==> src/source/ps2_pkg.sv <==
package ps2_pkg;

    localparam logic [7:0] code_break  = 8'hF0;
    localparam logic [7:0] code_lshift = 8'h12;
    localparam logic [7:0] code_rshift = 8'h59;
    localparam logic [7:0] code_ctrl   = 8'h14;

    localparam logic [7:0] addr_code   = 8'h00;
    localparam logic [7:0] addr_ascii  = 8'h04;
    localparam logic [7:0] addr_status = 8'h08;
    localparam logic [7:0] addr_count  = 8'h0C;
    localparam logic [7:0] addr_ctrl   = 8'h10;

    function automatic logic [7:0] scan_to_ascii(input logic [7:0] scan, input logic shift);
        logic [7:0] lower;
        case (scan)
            8'h45: lower = 8'h30;
            8'h16: lower = 8'h31;
            8'h1E: lower = 8'h32;
            8'h26: lower = 8'h33;
            8'h25: lower = 8'h34;
            8'h2E: lower = 8'h35;
            8'h36: lower = 8'h36;
            8'h3D: lower = 8'h37;
            8'h3E: lower = 8'h38;
            8'h46: lower = 8'h39;
            8'h1C: lower = 8'h61;
            8'h32: lower = 8'h62;
            8'h21: lower = 8'h63;
            8'h23: lower = 8'h64;
            8'h24: lower = 8'h65;
            8'h2B: lower = 8'h66;
            8'h34: lower = 8'h67;
            8'h33: lower = 8'h68;
            8'h43: lower = 8'h69;
            8'h3B: lower = 8'h6A;
            8'h42: lower = 8'h6B;
            8'h4B: lower = 8'h6C;
            8'h3A: lower = 8'h6D;
            8'h31: lower = 8'h6E;
            8'h44: lower = 8'h6F;
            8'h4D: lower = 8'h70;
            8'h15: lower = 8'h71;
            8'h2D: lower = 8'h72;
            8'h1B: lower = 8'h73;
            8'h2C: lower = 8'h74;
            8'h3C: lower = 8'h75;
            8'h2A: lower = 8'h76;
            8'h1D: lower = 8'h77;
            8'h22: lower = 8'h78;
            8'h35: lower = 8'h79;
            8'h1A: lower = 8'h7A;
            default: lower = 8'h00;
        endcase
        if (shift && lower >= 8'h61) begin // Only letters have an upper case form
            return lower - 8'h20;
        end
        return lower;
    endfunction

    function automatic logic [6:0] hex_to_seg(input logic [3:0] nibble);
        case (nibble) // Segments gfedcba, a lit segment is 0
            4'h0: return 7'h40;
            4'h1: return 7'h79;
            4'h2: return 7'h24;
            4'h3: return 7'h30;
            4'h4: return 7'h19;
            4'h5: return 7'h12;
            4'h6: return 7'h02;
            4'h7: return 7'h78;
            4'h8: return 7'h00;
            4'h9: return 7'h10;
            4'hA: return 7'h08;
            4'hB: return 7'h03;
            4'hC: return 7'h46;
            4'hD: return 7'h21;
            4'hE: return 7'h06;
            default: return 7'h0E;
        endcase
    endfunction

endpackage

==> src/source/kbd_apb_regs.sv <==
`timescale 1ns/100ps

module kbd_apb_regs (
    input  logic        clk,
    input  logic        rst,
    input  logic [7:0]  paddr,
    input  logic        psel,
    input  logic        penable,
    input  logic        pwrite,
    input  logic [31:0] pwdata,
    input  logic [7:0]  last_code,
    input  logic [7:0]  ascii,
    input  logic [7:0]  break_count,
    input  logic        shift_flag,
    input  logic        ctrl_flag,
    input  logic        key_held,
    input  logic        frame_err,
    output logic [31:0] prdata,
    output logic        display_on,
    output logic        count_clr
);

    logic ctrl_wr;
    logic err_sticky;

    assign ctrl_wr = psel && penable && pwrite && paddr == ps2_pkg::addr_ctrl;

    always_ff @(posedge clk or negedge rst) begin
        if (!rst) begin
            display_on <= 1'b1;
            count_clr  <= 1'b0;
        end else begin
            count_clr <= ctrl_wr && pwdata[1];
            if (ctrl_wr) begin
                display_on <= pwdata[0];
            end
        end
    end

    // A frame error in the same cycle as the clear still gets recorded
    always_ff @(posedge clk or negedge rst) begin
        if (!rst) begin
            err_sticky <= 1'b0;
        end else if (frame_err) begin
            err_sticky <= 1'b1;
        end else if (ctrl_wr && pwdata[2]) begin
            err_sticky <= 1'b0;
        end
    end

    always_comb begin
        case (paddr)
            ps2_pkg::addr_code:   prdata = {24'b0, last_code};
            ps2_pkg::addr_ascii:  prdata = {24'b0, ascii};
            ps2_pkg::addr_status: prdata = {28'b0, err_sticky, ctrl_flag, shift_flag, key_held};
            ps2_pkg::addr_count:  prdata = {24'b0, break_count};
            ps2_pkg::addr_ctrl:   prdata = {31'b0, display_on};
            default:              prdata = 32'b0;
        endcase
    end

endmodule

==> src/source/key_decoder.sv <==
`timescale 1ns/100ps

module key_decoder (
    input  logic       clk,
    input  logic       rst,
    input  logic [7:0] code,
    input  logic       code_valid,
    input  logic       count_clr,
    output logic [7:0] last_code,
    output logic [7:0] ascii,
    output logic [7:0] break_count,
    output logic       shift_flag,
    output logic       ctrl_flag,
    output logic       key_held,
    output logic       shown
);

    localparam logic [2:0] st_idle          = 3'b001;
    localparam logic [2:0] st_make          = 3'b010;
    localparam logic [2:0] st_break_pending = 3'b100;

    logic [2:0] state;
    logic       is_break;
    logic       is_shift;
    logic       is_ctrl;

    assign is_break = code == ps2_pkg::code_break;
    assign is_shift = code == ps2_pkg::code_lshift || code == ps2_pkg::code_rshift;
    assign is_ctrl  = code == ps2_pkg::code_ctrl;

    always_ff @(posedge clk or negedge rst) begin
        if (!rst) begin
            state      <= st_idle;
            shift_flag <= 1'b0;
            ctrl_flag  <= 1'b0;
            key_held   <= 1'b0;
            shown      <= 1'b0;
            last_code  <= '0;
            ascii      <= '0;
        end else if (code_valid) begin
            case (state)
                st_break_pending: begin
                    if (is_break) begin
                        state <= st_break_pending;
                    end else begin
                        state <= st_idle; // This code names the released key
                        if (is_shift) begin
                            shift_flag <= 1'b0;
                        end else if (is_ctrl) begin
                            ctrl_flag <= 1'b0;
                        end else begin
                            key_held <= 1'b0;
                        end
                    end
                end
                default: begin
                    if (is_break) begin
                        state <= st_break_pending;
                    end else if (is_shift) begin
                        state      <= st_make;
                        shift_flag <= 1'b1;
                    end else if (is_ctrl) begin
                        state     <= st_make;
                        ctrl_flag <= 1'b1;
                    end else begin
                        state     <= st_make;
                        key_held  <= 1'b1;
                        shown     <= 1'b1;
                        last_code <= code;
                        ascii     <= ps2_pkg::scan_to_ascii(code, shift_flag);
                    end
                end
            endcase
        end
    end

    always_ff @(posedge clk or negedge rst) begin
        if (!rst) begin
            break_count <= '0;
        end else if (count_clr) begin
            break_count <= '0;
        end else if (code_valid && is_break) begin
            break_count <= break_count + 8'd1; // Wraps after 255 releases
        end
    end

endmodule

==> src/source/ps2_kbd_top.sv <==
`timescale 1ns/100ps

module ps2_kbd_top #(
    parameter int filter_len = 4,
    parameter int scan_div   = 16
) (
    input  logic        clk,
    input  logic        rst,
    input  logic        ps2_clk,
    input  logic        ps2_data,
    input  logic [7:0]  paddr,
    input  logic        psel,
    input  logic        penable,
    input  logic        pwrite,
    input  logic [31:0] pwdata,
    output logic [31:0] prdata,
    output logic [6:0]  seg,
    output logic [3:0]  an
);

    logic [7:0] code;
    logic       code_valid;
    logic       frame_err;
    logic [7:0] last_code;
    logic [7:0] ascii;
    logic [7:0] break_count;
    logic       shift_flag;
    logic       ctrl_flag;
    logic       key_held;
    logic       shown;
    logic       count_clr;
    logic       display_on;

    ps2_receiver #(
        .filter_len (filter_len)
    ) u_receiver (
        .clk        (clk),
        .rst        (rst),
        .ps2_clk    (ps2_clk),
        .ps2_data   (ps2_data),
        .code       (code),
        .code_valid (code_valid),
        .frame_err  (frame_err)
    );

    key_decoder u_decoder (
        .clk         (clk),
        .rst         (rst),
        .code        (code),
        .code_valid  (code_valid),
        .count_clr   (count_clr),
        .last_code   (last_code),
        .ascii       (ascii),
        .break_count (break_count),
        .shift_flag  (shift_flag),
        .ctrl_flag   (ctrl_flag),
        .key_held    (key_held),
        .shown       (shown)
    );

    seg_scan #(
        .scan_div (scan_div)
    ) u_seg_scan (
        .clk        (clk),
        .rst        (rst),
        .last_code  (last_code),
        .ascii      (ascii),
        .shown      (shown),
        .display_on (display_on),
        .seg        (seg),
        .an         (an)
    );

    kbd_apb_regs u_regs (
        .clk         (clk),
        .rst         (rst),
        .paddr       (paddr),
        .psel        (psel),
        .penable     (penable),
        .pwrite      (pwrite),
        .pwdata      (pwdata),
        .last_code   (last_code),
        .ascii       (ascii),
        .break_count (break_count),
        .shift_flag  (shift_flag),
        .ctrl_flag   (ctrl_flag),
        .key_held    (key_held),
        .frame_err   (frame_err),
        .prdata      (prdata),
        .display_on  (display_on),
        .count_clr   (count_clr)
    );

endmodule

==> src/source/ps2_receiver.sv <==
`timescale 1ns/100ps

module ps2_receiver #(
    parameter int filter_len = 4
) (
    input  logic       clk,
    input  logic       rst,
    input  logic       ps2_clk,
    input  logic       ps2_data,
    output logic [7:0] code,
    output logic       code_valid,
    output logic       frame_err
);

    localparam int cnt_w      = $clog2(filter_len) + 1;
    localparam int idle_limit = 2000;

    logic [1:0]       clk_sync;
    logic [1:0]       data_sync;
    logic [1:0]       line_in;   // Bit 0 is the clock line, bit 1 the data line
    logic [1:0]       line_filt;
    logic [1:0]       line_upd;
    logic [cnt_w-1:0] filt_cnt [2];
    logic             fall;
    logic [3:0]       bit_cnt;
    logic [9:0]       shreg;
    logic [10:0]      idle_cnt;
    logic             frame_ok;

    always_ff @(posedge clk or negedge rst) begin
        if (!rst) begin
            clk_sync  <= 2'b11;
            data_sync <= 2'b11;
        end else begin
            clk_sync  <= {clk_sync[0], ps2_clk};
            data_sync <= {data_sync[0], ps2_data};
        end
    end

    assign line_in = {data_sync[1], clk_sync[1]};

    always_comb begin
        for (int i = 0; i < 2; i++) begin
            line_upd[i] = (line_in[i] != line_filt[i]) &&
                          (filt_cnt[i] == cnt_w'(filter_len - 1));
        end
    end

    // A new level must persist for filter_len samples before it is taken
    always_ff @(posedge clk or negedge rst) begin
        if (!rst) begin
            line_filt <= 2'b11;
            for (int i = 0; i < 2; i++) begin
                filt_cnt[i] <= '0;
            end
        end else begin
            for (int i = 0; i < 2; i++) begin
                if (line_in[i] == line_filt[i]) begin
                    filt_cnt[i] <= '0;
                end else if (line_upd[i]) begin
                    filt_cnt[i]  <= '0;
                    line_filt[i] <= line_in[i];
                end else begin
                    filt_cnt[i] <= filt_cnt[i] + 1'b1;
                end
            end
        end
    end

    assign fall = line_upd[0] && !line_in[0];

    // On the stop bit shreg holds start in bit 0, data in 8:1 and parity in bit 9
    assign frame_ok = !shreg[0] && line_filt[1] && (^shreg[9:1]);

    always_ff @(posedge clk or negedge rst) begin
        if (!rst) begin
            bit_cnt    <= '0;
            idle_cnt   <= '0;
            code_valid <= 1'b0;
            frame_err  <= 1'b0;
        end else begin
            code_valid <= 1'b0;
            frame_err  <= 1'b0;
            if (fall) begin
                idle_cnt <= '0;
                if (bit_cnt == 4'd10) begin
                    bit_cnt    <= '0;
                    code_valid <= frame_ok;
                    frame_err  <= !frame_ok;
                end else begin
                    bit_cnt <= bit_cnt + 1'b1;
                end
            end else if (bit_cnt != 4'd0) begin
                if (idle_cnt == 11'(idle_limit - 1)) begin // Keyboard went quiet mid frame
                    bit_cnt  <= '0;
                    idle_cnt <= '0;
                end else begin
                    idle_cnt <= idle_cnt + 1'b1;
                end
            end
        end
    end

    always_ff @(posedge clk) begin
        if (fall) begin
            shreg <= {line_filt[1], shreg[9:1]};
        end
        if (fall && bit_cnt == 4'd10 && frame_ok) begin
            code <= shreg[8:1];
        end
    end

endmodule

==> src/source/seg_scan.sv <==
`timescale 1ns/100ps

module seg_scan #(
    parameter int scan_div = 16
) (
    input  logic       clk,
    input  logic       rst,
    input  logic [7:0] last_code,
    input  logic [7:0] ascii,
    input  logic       shown,
    input  logic       display_on,
    output logic [6:0] seg,
    output logic [3:0] an
);

    localparam int div_w = (scan_div > 1) ? $clog2(scan_div) : 1;

    logic [div_w-1:0] div_cnt;
    logic [1:0]       digit;
    logic [3:0]       nibble;
    logic             blank;

    always_ff @(posedge clk or negedge rst) begin
        if (!rst) begin
            div_cnt <= '0;
            digit   <= '0;
        end else if (div_cnt == div_w'(scan_div - 1)) begin
            div_cnt <= '0;
            digit   <= digit + 1'b1;
        end else begin
            div_cnt <= div_cnt + 1'b1;
        end
    end

    // Left pair holds the scan code, right pair its ASCII value
    always_comb begin
        case (digit)
            2'd0: nibble = ascii[3:0];
            2'd1: nibble = ascii[7:4];
            2'd2: nibble = last_code[3:0];
            default: nibble = last_code[7:4];
        endcase
    end

    assign blank = !display_on || !shown;

    always_comb begin
        if (blank) begin
            an  = 4'b1111;
            seg = 7'h7F;
        end else begin
            an  = ~(4'b0001 << digit);
            seg = ps2_pkg::hex_to_seg(nibble);
        end
    end

endmodule
==> config.mk <==
export PLATFORM = sky130hd
export DESIGN_NAME = ps2_kbd_top
export DESIGN_NICKNAME = d
export VERILOG_FILES = /design/src/source/ps2_pkg.sv /design/src/source/kbd_apb_regs.sv /design/src/source/key_decoder.sv /design/src/source/ps2_kbd_top.sv /design/src/source/ps2_receiver.sv /design/src/source/seg_scan.sv
export SDC_FILE = /design/constraint.sdc
export NUM_CORES = 1
export LEC_CHECK = 0
export ABC_AREA = 1
export BUFFER_PORTS_ARGS = -buffer_cell sky130_fd_sc_hd__buf_2
export CAP_MARGIN = 40
export CORE_MARGIN = 5
export CORE_UTILIZATION = 25
export DETAILED_ROUTE_END_ITERATION = 10
export SYNTH_ARGS = -nofsm -noshare
export SYNTH_HDL_FRONTEND = slang
export SYNTH_HIERARCHICAL = 1
export SYNTH_SLANG_ARGS = --single-unit
export TNS_END_PERCENT = 5
==> constraint.sdc <==
create_clock -name clk -period 2 [get_ports clk]
set_clock_uncertainty 0.1 [all_clocks]
set_input_delay 0.2 -clock clk [delete_from_list [all_inputs] [get_ports clk]]
set_output_delay 0.2 -clock clk [all_outputs]
set_load 0.01 [all_outputs]
==> results of run 1 <==
## flip-flops by register name, indices dropped and copies added (netlist names), 3 cells and up
| register | count |
|---|---|
| u_receiver/idle_cnt | 11 |
| u_decoder/ascii | 8 |
| u_receiver/code | 8 |
| u_decoder/break_count | 8 |
| u_decoder/last_code | 8 |
| u_decoder/state | 3 |
| u_receiver/shreg | 10 |
| u_receiver/filt_cnt | 6 |
| u_seg_scan/div_cnt | 4 |
| u_receiver/bit_cnt | 4 |
## Yosys cell counts, types with 11 or more instances
cell type,number,share of area
buf_4,28,0.036
o21ai_2,11,0.017
dfrtp_1,61,0.26
edfxtp_1,18,0.094
ha_1,27,0.059
nand3_1,85,0.074
nand2_2,15,0.016
a21oi_1,14,0.012
nor2_1,58,0.038
inv_1,67,0.044
nand2_1,233,0.15
o21ai_0,16,0.014
## final cells by class
cell class,instances,share of cell area
Multi-Input combinational cell,567,0.442
Sequential cell,87,0.313
Timing Repair Buffer,113,0.116
Tap cell,285,0.0490
Inverter,78,0.0423
Clock buffer,9,0.0309
Clock inverter,7,0.00653
## repair_timing
action	in CTS	in global routing
resized for setup	36	33
endpoints found under the hold margin	22	0
setup buffers	6	1
endpoints found under the setup margin	27	29
pin swaps	6	13
hold buffers	5	0
## path summary, 6_finish.rpt
check                                         from                       to  slack, ns  cells after the start
max                            u_seg_scan/digit[1]                   seg[3]      -0.48                     12
min                                      pwdata[2]        u_regs/err_sticky       0.05                      4
max reg2reg                     u_receiver/code[1]       u_decoder/ascii[6]      -0.12                     11
min reg2reg                u_receiver/data_sync[0]  u_receiver/data_sync[1]       0.26                      0
max in group asynchronous                      rst        u_regs/display_on       0.92                      3
min in group asynchronous                      rst   u_receiver/idle_cnt[6]       0.26                      2
## power breakdown
| group | internal, mW | switching, mW | leakage, nW |
|---|---|---|---|
| logic | 0.245 | 0.414 | 2.30 |
| clock network | 0.841 | 0.706 | 0.133 |
| registers | 1.97 | 0.114 | 1.06 |
| total | 3.05 | 1.23 | 3.49 |
## per-layer routing
metal / share of wire / routed length (µm)
met2: 0.47 / 6210
met5: 0 / 0
met3: 0.038 / 499
met1: 0.47 / 6140
met4: 0.018 / 229
## kinds of logic (layout without fill, tap and decap cells)
family / after synthesis / count (layout) / synth area share
mux: 1 / 1 / 0.00195
xor+xnor: 9 / 9 / 0.0150
buf+inv: 114 / 207 / 0.104
compound gates: 60 / 60 / 0.0653
simple gates: 446 / 446 / 0.360
fa+ha+maj: 27 / 27 / 0.0586
flops: 87 / 87 / 0.395
other cells: 1 / 24 / 0.000650
## worst register-to-register path, stage by stage, from the launching register on
cell and delay, ns:
edfxtp_1 0.39, inv_2 0.16, ha_2 0.24, nand2_2 0.11, nand3_2 0.13, nand2_1 0.07, o22ai_2 0.26, inv_1 0.07
ha_1 0.28, nand3_1 0.07, nand2_1 0.07, nand2_1 0.05
## metrics by stage
step                      setup TNS (ns)  area (µm²)  cells
final                              -3.21        7280   1146
after global routing               -4.69        7280   1146
after CTS                          -2.75        7130   1145
after detailed placement           -2.02        6640   1118
after global placement             -1.50        6640   1118
after floorplan                  -0.0845        5860    768
==> flow_summary.toml, run 1 <==
[setup_path]
critPathSlowestCell = "dfrtp_2"
path_class = "reg2out"
path_buf_inv = 3
cp-end-kind = "primary output"
worst_ep_arrival_time_ns = 2.18
worstSetupStartpointType = "register"
critical-path-top-delay-family = "flip-flops"
crit_fanout = 5
required_ns = 1.70
slowest_delay_ns = 0.46
worstPathCellList = "inv_4, ha_4, nand2_2, nand2_2, o22ai_4, inv_2, ha_4, nand3_2, nand2_1, nand2_1, nand3_2, buf_6"

[logic_synthesis]
yosys_warnings = 6
syn_area_um2 = 5770
async_reset_ff_frac = 0.793
ys.flop_type = "dfrtp_1"
syn_area_per_cell_um2 = 7.74
ys_seq_elements = 87
ys_types = 47
synthCells = 745
synth-edff-count = 18
synth_seq_area_share = 0.395

[sta]
maxSlewViolCount = 0
hold_viol = 0
finalSetupViolCount = 9
timing.fmax_mhz = 404
slew_headroom = 0.661
rsz0062_at_grt = "yes"
setup_ws_ns = -0.476
period_minus_slack_ns = 2.48
hold_slack_ns = 0.0486
fin_crit_sh = 1.24
worst_slew_pin_slew_ns = 0.509

[hold_path]
hp-class = "in2reg"

[clocking]
clk_latency_ns = 0.34
cts_buffers = 9
cts.htree.levels = 3
cts_tree = "yes"
clock_sink_count = 87
ctsRootBufferMaster = "clkbuf_16"
clk_pin_slew_ns = 0.06
clockBufferDepth = 2

[grt]
met1_usage = 0.135
grt_pass1_vias = 4845
grt_use_total = 0.101
grt_remaining_overflow = 0
gr-usage-met2 = 0.168
grt.busiest_layer = "met2"
grt_antenna_before_repair = 0
grt_max_degree = 29
met3_usage = 0.0178
grt_pass1_wl_um = 22500

[run_status]
outcome = "finished, violations left"
violations = "negative setup slack"

[floorplan]
initial_core_util = 0.254
core-area_um2 = 22700
die_h_um = 162
die-area_um2 = 26200
ios = 90
die_w_um = 162
rows = 55

[routing]
detail_route.vias_per_cell = 4.33
detail-route-antenna-nets = 0
route.vias.total = 4967
wl_um = 13100
initialDrtViolationCount = 384
routedWlPerCell_um = 11.4
drtPass1Iterations = 5
drcViolationCount = 0

[finish]
regArea_um2 = 2280
final_cell_mix = "nand2_1, nand3_1, buf_4"
layout-drive-gt1-share = 0.302
fill_cells = 2398
multi_input_area_um2 = 3220
mostFrequentLayoutCell = "nand2_1"
area_delta_synth_final_pct = 26.2
final_nets = 930
final_core_util = 0.320
num_antenna_cells = 0

[placement]
place_congestion = 0.857
pre_cts_ws_ns = -0.164
io_buffers = 36
dp_hpwl_um = 10000

[power_and_ir_drop]
leakage_nw = 3.49
max-vdd-ir-drop_uv = 487
power_density_nw_per_um2 = 589
finalPower_mw = 4.29

[flow_run]
maxCapViolations = 0
(Power assumes the default switching activity.)
==> inputs of run 2 (changes only) <==
--- a/config.mk
+++ b/config.mk
@@ -9,8 +9,9 @@
 export BUFFER_PORTS_ARGS = -buffer_cell sky130_fd_sc_hd__buf_2
 export CAP_MARGIN = 40
 export CORE_MARGIN = 5
-export CORE_UTILIZATION = 25
+export CORE_UTILIZATION = 50
 export DETAILED_ROUTE_END_ITERATION = 10
+export PLACE_DENSITY = 0.74
 export SYNTH_ARGS = -nofsm -noshare
 export SYNTH_HDL_FRONTEND = slang
 export SYNTH_HIERARCHICAL = 1
==> run 2 against run 1 <==
- the flow still finishes with violations (negative setup slack)
- via count grew 3.0%
- critical path depth grew 1
- core utilization rose by 31 points
- register-to-register slack is essentially flat
- routed wire length rose by 0.92%
- sequential power is essentially flat
- total power is 5.9% higher
- clock power increased by 15%
- sequential cell count stayed put
==> flow_summary.toml, run 2 (synthesized netlist as in run 1, its figures left out) <==
[setup_path]
worstPathCellList = "inv_4, ha_4, nand2_2, nand2_2, o22ai_4, buf_12, inv_2, ha_4, nand3_2, o21ai_0, nand2_1, nand2_1, buf_2"
crit_cells = 13
slowest_delay_ns = 0.47
path_class = "reg2out"
timing.critical_path.from = "u_seg_scan/digit[1]"
path_buf_inv = 4
required_ns = 1.70
worst_ep_arrival_time_ns = 2.20
critPathSlowestCell = "dfrtp_2"
r2r_start = "u_receiver/code[0]"
worstSetupStartpointType = "register"
crit_fanout = 5
reg2reg_depth = 13
critical-path-top-delay-family = "buffers and inverters"
cp-end-kind = "primary output"

[routing]
wl_um = 13200
initialDrtViolationCount = 410
detail_route.vias_per_cell = 5.10
drcViolationCount = 0
drtPass1Iterations = 8
route.vias.total = 5114
detail-route-antenna-nets = 0
routedWlPerCell_um = 13.2

[floorplan]
ios = 90
die_w_um = 117
core-area_um2 = 11400
die_h_um = 117
initial_core_util = 0.507
die-area_um2 = 13800
rows = 39

[power_and_ir_drop]
power_frac_comb = 0.146
net-switching-power_mw = 1.22
power_density_nw_per_um2 = 634
max-vdd-ir-drop_uv = 876
switching_share = 0.270
finalPower_mw = 4.54
clkPwrFrac = 0.395
intPower_mw = 3.31
leakage_nw = 3.53
p_seq_frac = 0.460

[hold_path]
hp-class = "in2reg"
hold_depth = 4
hp-start = "pwdata[2]"

[finish]
area_delta_synth_final_pct = 24.2
final_core_util = 0.630
top_register = "u_receiver/idle_cnt"
largest_reg_flops = 11
reg_top3 = "u_receiver/idle_cnt (11), u_receiver/shreg (10)"
mostFrequentLayoutCell = "nand2_1"
layout-drive-gt1-share = 0.299
final_cell_mix = "nand2_1, nand3_1, buf_4, inv_1, dfrtp_1"
num_antenna_cells = 0
final_nets = 929

[grt]
grt.busiest_layer = "met2"
gr-usage-met2 = 0.322
met3_usage = 0.0409
grt_antenna_before_repair = 0
grt_remaining_overflow = 0
grt_use_total = 0.184
met1_usage = 0.223
grt_pass1_vias = 4784
grt_max_degree = 70
grt_pass1_wl_um = 21500

[clocking]
cts_buffers = 9
clk_pin_slew_ns = 0.06
clockBufferDepth = 2
clk_latency_ns = 0.34
cts_tree = "yes"
ctsRootBufferMaster = "clkbuf_16"
cts.htree.levels = 3
clock_sink_count = 87

[placement]
place_congestion = 0.991
dp_hpwl_um = 9250
io_buffers = 36
pre_cts_ws_ns = -0.168

[sta]
timing.fmax_mhz = 400
setup_ws_ns = -0.501
rsz0062_at_grt = "yes"
hold_viol = 0
tns_ns = -3.28
period_minus_slack_ns = 2.50
finalSetupViolCount = 11
fin_crit_sh = 1.25
maxSlewViolCount = 0

[flow_run]
maxCapViolations = 0

[run_status]
outcome = "finished, violations left"
violations = "negative setup slack"
run 2: changes by cell type in the layout (fill, tap and decap cells not counted), moves of 3 or more:
| cell | before | now |
|---|---|---|
| inv_2 | 14 | 11 |
| buf_4 | 64 | 60 |
| nor2_1 | 55 | 49 |
| nand2_1 | 216 | 224 |
| buf_6 | 5 | 9 |
| nor2_2 | 12 | 17 |
| nand2_2 | 32 | 24 |
run 2: final timing paths:
path / to / slack (ns)
max reg2reg: u_decoder/ascii[6] / -0.12
max in group asynchronous: u_regs/display_on / 1.16
min: u_regs/err_sticky / 0.07
max: seg[5] / -0.50
min in group asynchronous: u_receiver/idle_cnt[9] / 0.29
min reg2reg: u_receiver/clk_sync[1] / 0.26
run 2: stage by stage:
step	cell area [µm²]	hold slack, ns	instances
after floorplan	5860	-0.196	768
after global placement	6410	0.146	973
after detailed placement	6410	0.148	973
after CTS	6910	0.0634	999
after global routing	7160	0.0744	1003
final	7160	0.0749	1003
run 2: layout make-up:
cell class	count	area [µm²]
fill	951	4210
multi-input combinational	567	3230
sequential	87	2280
timing repair buffer	112	837
inverter	78	315
clock buffer	10	229
tap	143	179
clock inverter	6	93.8
run 2: metal layers:
metal	part of all wire	vias to the layer above
li1	-	2570
met1	0.41	2356
met2	0.50	150
met3	0.049	38
met4	0.032	0
met5	0	-
run 2: worst register-to-register path: cells and delay by family (launching register included):
kind / cells / cell delay (ns)
and+or+nand+nor: 9 / 0.89
DFF: 1 / 0.40
adders and majority gates: 2 / 0.46
buffers and inverters: 2 / 0.15
run 2: timing repair:
item                       4_1_cts  5_1_grt
pin swaps                        5       13
setup endpoints to repair       30       36
hold endpoints to repair        65        0
resized for setup               27       48
cloned                           0        0
setup buffers                    5        5
hold buffers                     5        0
run 2: power groups by stage:
stage / clock, mW / sequential (mW) / combinational, mW
floorplan: 0 / 2.09 / 0.547
global placement: 0 / 2.11 / 0.630
detailed placement: 0 / 2.12 / 0.648
CTS: 1.82 / 2.09 / 0.666
global route: 1.93 / 2.11 / 0.756
finish: 1.79 / 2.09 / 0.661
==> inputs of run 3 (changes only) <==
--- a/config.mk
+++ b/config.mk
@@ -12,6 +12,7 @@
 export CORE_UTILIZATION = 50
 export DETAILED_ROUTE_END_ITERATION = 10
 export PLACE_DENSITY = 0.74
+export REMOVE_ABC_BUFFERS = 1
 export SYNTH_ARGS = -nofsm -noshare
 export SYNTH_HDL_FRONTEND = slang
 export SYNTH_HIERARCHICAL = 1
==> run 3 against run 2 <==
- the run still ends with negative setup slack left
- critical path depth shrank 1
- via count fell by 1.4%
- final area is 2.3% lower
- sequential cell count unchanged
- combinational power barely moved
- total power fell by 4.9%
- final cell count fell by 0.90%
- worst setup slack better by 0.058 ns
- sequential power hardly changed
- highest routed layer unchanged
==> flow_summary.toml, run 3 (synthesized netlist as in run 1, its figures left out) <==
[clocking]
clk_pin_slew_ns = 0.06
ctsRootBufferMaster = "clkbuf_16"
cts_buffers = 9
clock_sink_count = 87
clockBufferDepth = 2
clk_latency_ns = 0.34
cts_tree = "yes"
cts.htree.levels = 3

[grt]
gr-usage-met2 = 0.321
grt_antenna_before_repair = 0
grt_max_degree = 70
grt_use_total = 0.185
met3_usage = 0.0332
grt_pass1_vias = 4783
grt_pass1_wl_um = 21800
met1_usage = 0.234
grt.busiest_layer = "met2"
grt_remaining_overflow = 0

[run_status]
outcome = "finished, violations left"
violations = "negative setup slack"

[setup_path]
worstPathCellList = "ha_4, inv_6, buf_6, nor2_4, o21bai_4, ha_4, inv_2, nand3_2, nand2_2, nand2_1, nand3_1, buf_2"
path_buf_inv = 4
crit_fanout = 5
critical-path-top-delay-family = "flip-flops"
worstSetupStartpointType = "register"
slowest_delay_ns = 0.47
path_class = "reg2out"
r2r_slack_ns = -0.06
crit_top_cell = "ha_4"
critPathSlowestCell = "dfrtp_2"
worst_ep_arrival_time_ns = 2.14
required_ns = 1.70
cp-end-kind = "primary output"

[floorplan]
rows = 39
die_h_um = 117
initial_core_util = 0.507
die-area_um2 = 13800
die_w_um = 117
ios = 90
core-area_um2 = 11400

[placement]
place_congestion = 0.916
dp_hpwl_um = 9280
io_buffers = 36

[finish]
layout-drive-gt1-share = 0.280
area_delta_synth_final_pct = 21.3
num_antenna_cells = 0
final_cell_mix = "nand2_1, nand3_1, inv_1"
mostFrequentLayoutCell = "nand2_1"
top_register = "u_receiver/idle_cnt"
reg_top3 = "u_receiver/idle_cnt (11), u_receiver/shreg (10)"
final_core_util = 0.615
final_nets = 920
largest_reg_flops = 11

[sta]
tns_ns = -2.96
maxSlewViolCount = 0
fin_crit_sh = 1.22
hold_viol = 0
period_minus_slack_ns = 2.44
finalSetupViolCount = 8
rsz0062_at_grt = "yes"
setup_ws_ns = -0.444
timing.fmax_mhz = 409

[routing]
routedWlPerCell_um = 13.0
initialDrtViolationCount = 303
detail-route-antenna-nets = 0
wl_um = 12900
route.vias.total = 5044
drcViolationCount = 0
drtPass1Iterations = 5
detail_route.vias_per_cell = 5.07

[power_and_ir_drop]
power_density_nw_per_um2 = 617
max-vdd-ir-drop_uv = 679
leakage_nw = 3.44

[hold_path]
hp-class = "in2reg"

[flow_run]
maxCapViolations = 0
run 3: changes by cell type in the layout (fill, tap and decap cells not counted), sizes merged:
cell / previous run / this run
clkbuf: 10 / 9
clkinv: 2 / 3
bufinv: 2 / 0
buf: 107 / 98
inv: 80 / 81
clkinvlp: 0 / 1
run 3: layer usage:
layer | routed length [µm] | up-vias
li1 | - | 2555
met1 | 5380 | 2312
met2 | 6570 | 158
met3 | 748 | 19
met4 | 229 | 0
met5 | 0 | -
run 3: stage by stage:
stage / hold WS, ns / std cells / worst slack [ns] / area (µm²) / power (mW)
after floorplan: -0.196 / 732 / -0.109 / 5560 / 2.60
after global placement: 0.144 / 970 / -0.190 / 6380 / 2.74
after detailed placement: 0.149 / 970 / -0.246 / 6380 / 2.76
after CTS: 0.0586 / 993 / -0.429 / 6890 / 4.36
after global routing: 0.0737 / 994 / -0.546 / 7000 / 4.55
final: 0.0656 / 994 / -0.444 / 7000 / 4.32
run 3: area by class of cell:
type                            instances  area (µm²)
Clock buffer                            9         225
Tap cell                              143         179
Timing Repair Buffer                  103         747
Multi-Input combinational cell        567        3190
Clock inverter                          7        53.8
Sequential cell                        87        2280
Inverter                               78         318
Fill cell                             983        4370
run 3: report_power, final:
| part | internal [mW] | total, mW | leakage (nW) | switching (mW) |
|---|---|---|---|---|
| Clock | 0.855 | 1.57 | 0.136 | 0.718 |
| Sequential | 1.97 | 2.08 | 1.06 | 0.115 |
| Combinational | 0.240 | 0.661 | 2.24 | 0.421 |
| Total | 3.06 | 4.32 | 3.44 | 1.25 |
run 3: final timing paths:
| check | startpoint | endpoint | cells after the start |
|---|---|---|---|
| min in group asynchronous | rst | u_receiver/idle_cnt[9] | 3 |
| worst min register to register | u_receiver/clk_sync[0] | u_receiver/clk_sync[1] | 0 |
| worst min-delay path | pwdata[2] | u_regs/err_sticky | 4 |
| max in group asynchronous | rst | u_regs/display_on | 3 |
| worst max-delay path | u_seg_scan/digit[0] | seg[3] | 12 |
| worst max register to register | u_receiver/code[1] | u_decoder/ascii[6] | 12 |
run 3: timing repair:
action,4_1_cts,5_1_grt
hold endpoints to repair,65,0
pin swaps,15,12
gates cloned,0,0
gates resized for setup,43,25
setup buffers,2,1
endpoints found under the setup margin,26,37
hold buffers,5,0
run 3: worst reg2reg max path: cells and delay by family (launching register included):
kind	cells	cell delay [ns]
buffers and inverters	3	0.32
adder cells (fa/ha/maj)	2	0.46
flip-flops	1	0.43
AND/OR/NAND/NOR	6	0.42
AO/OA/AOI/OAI	1	0.23
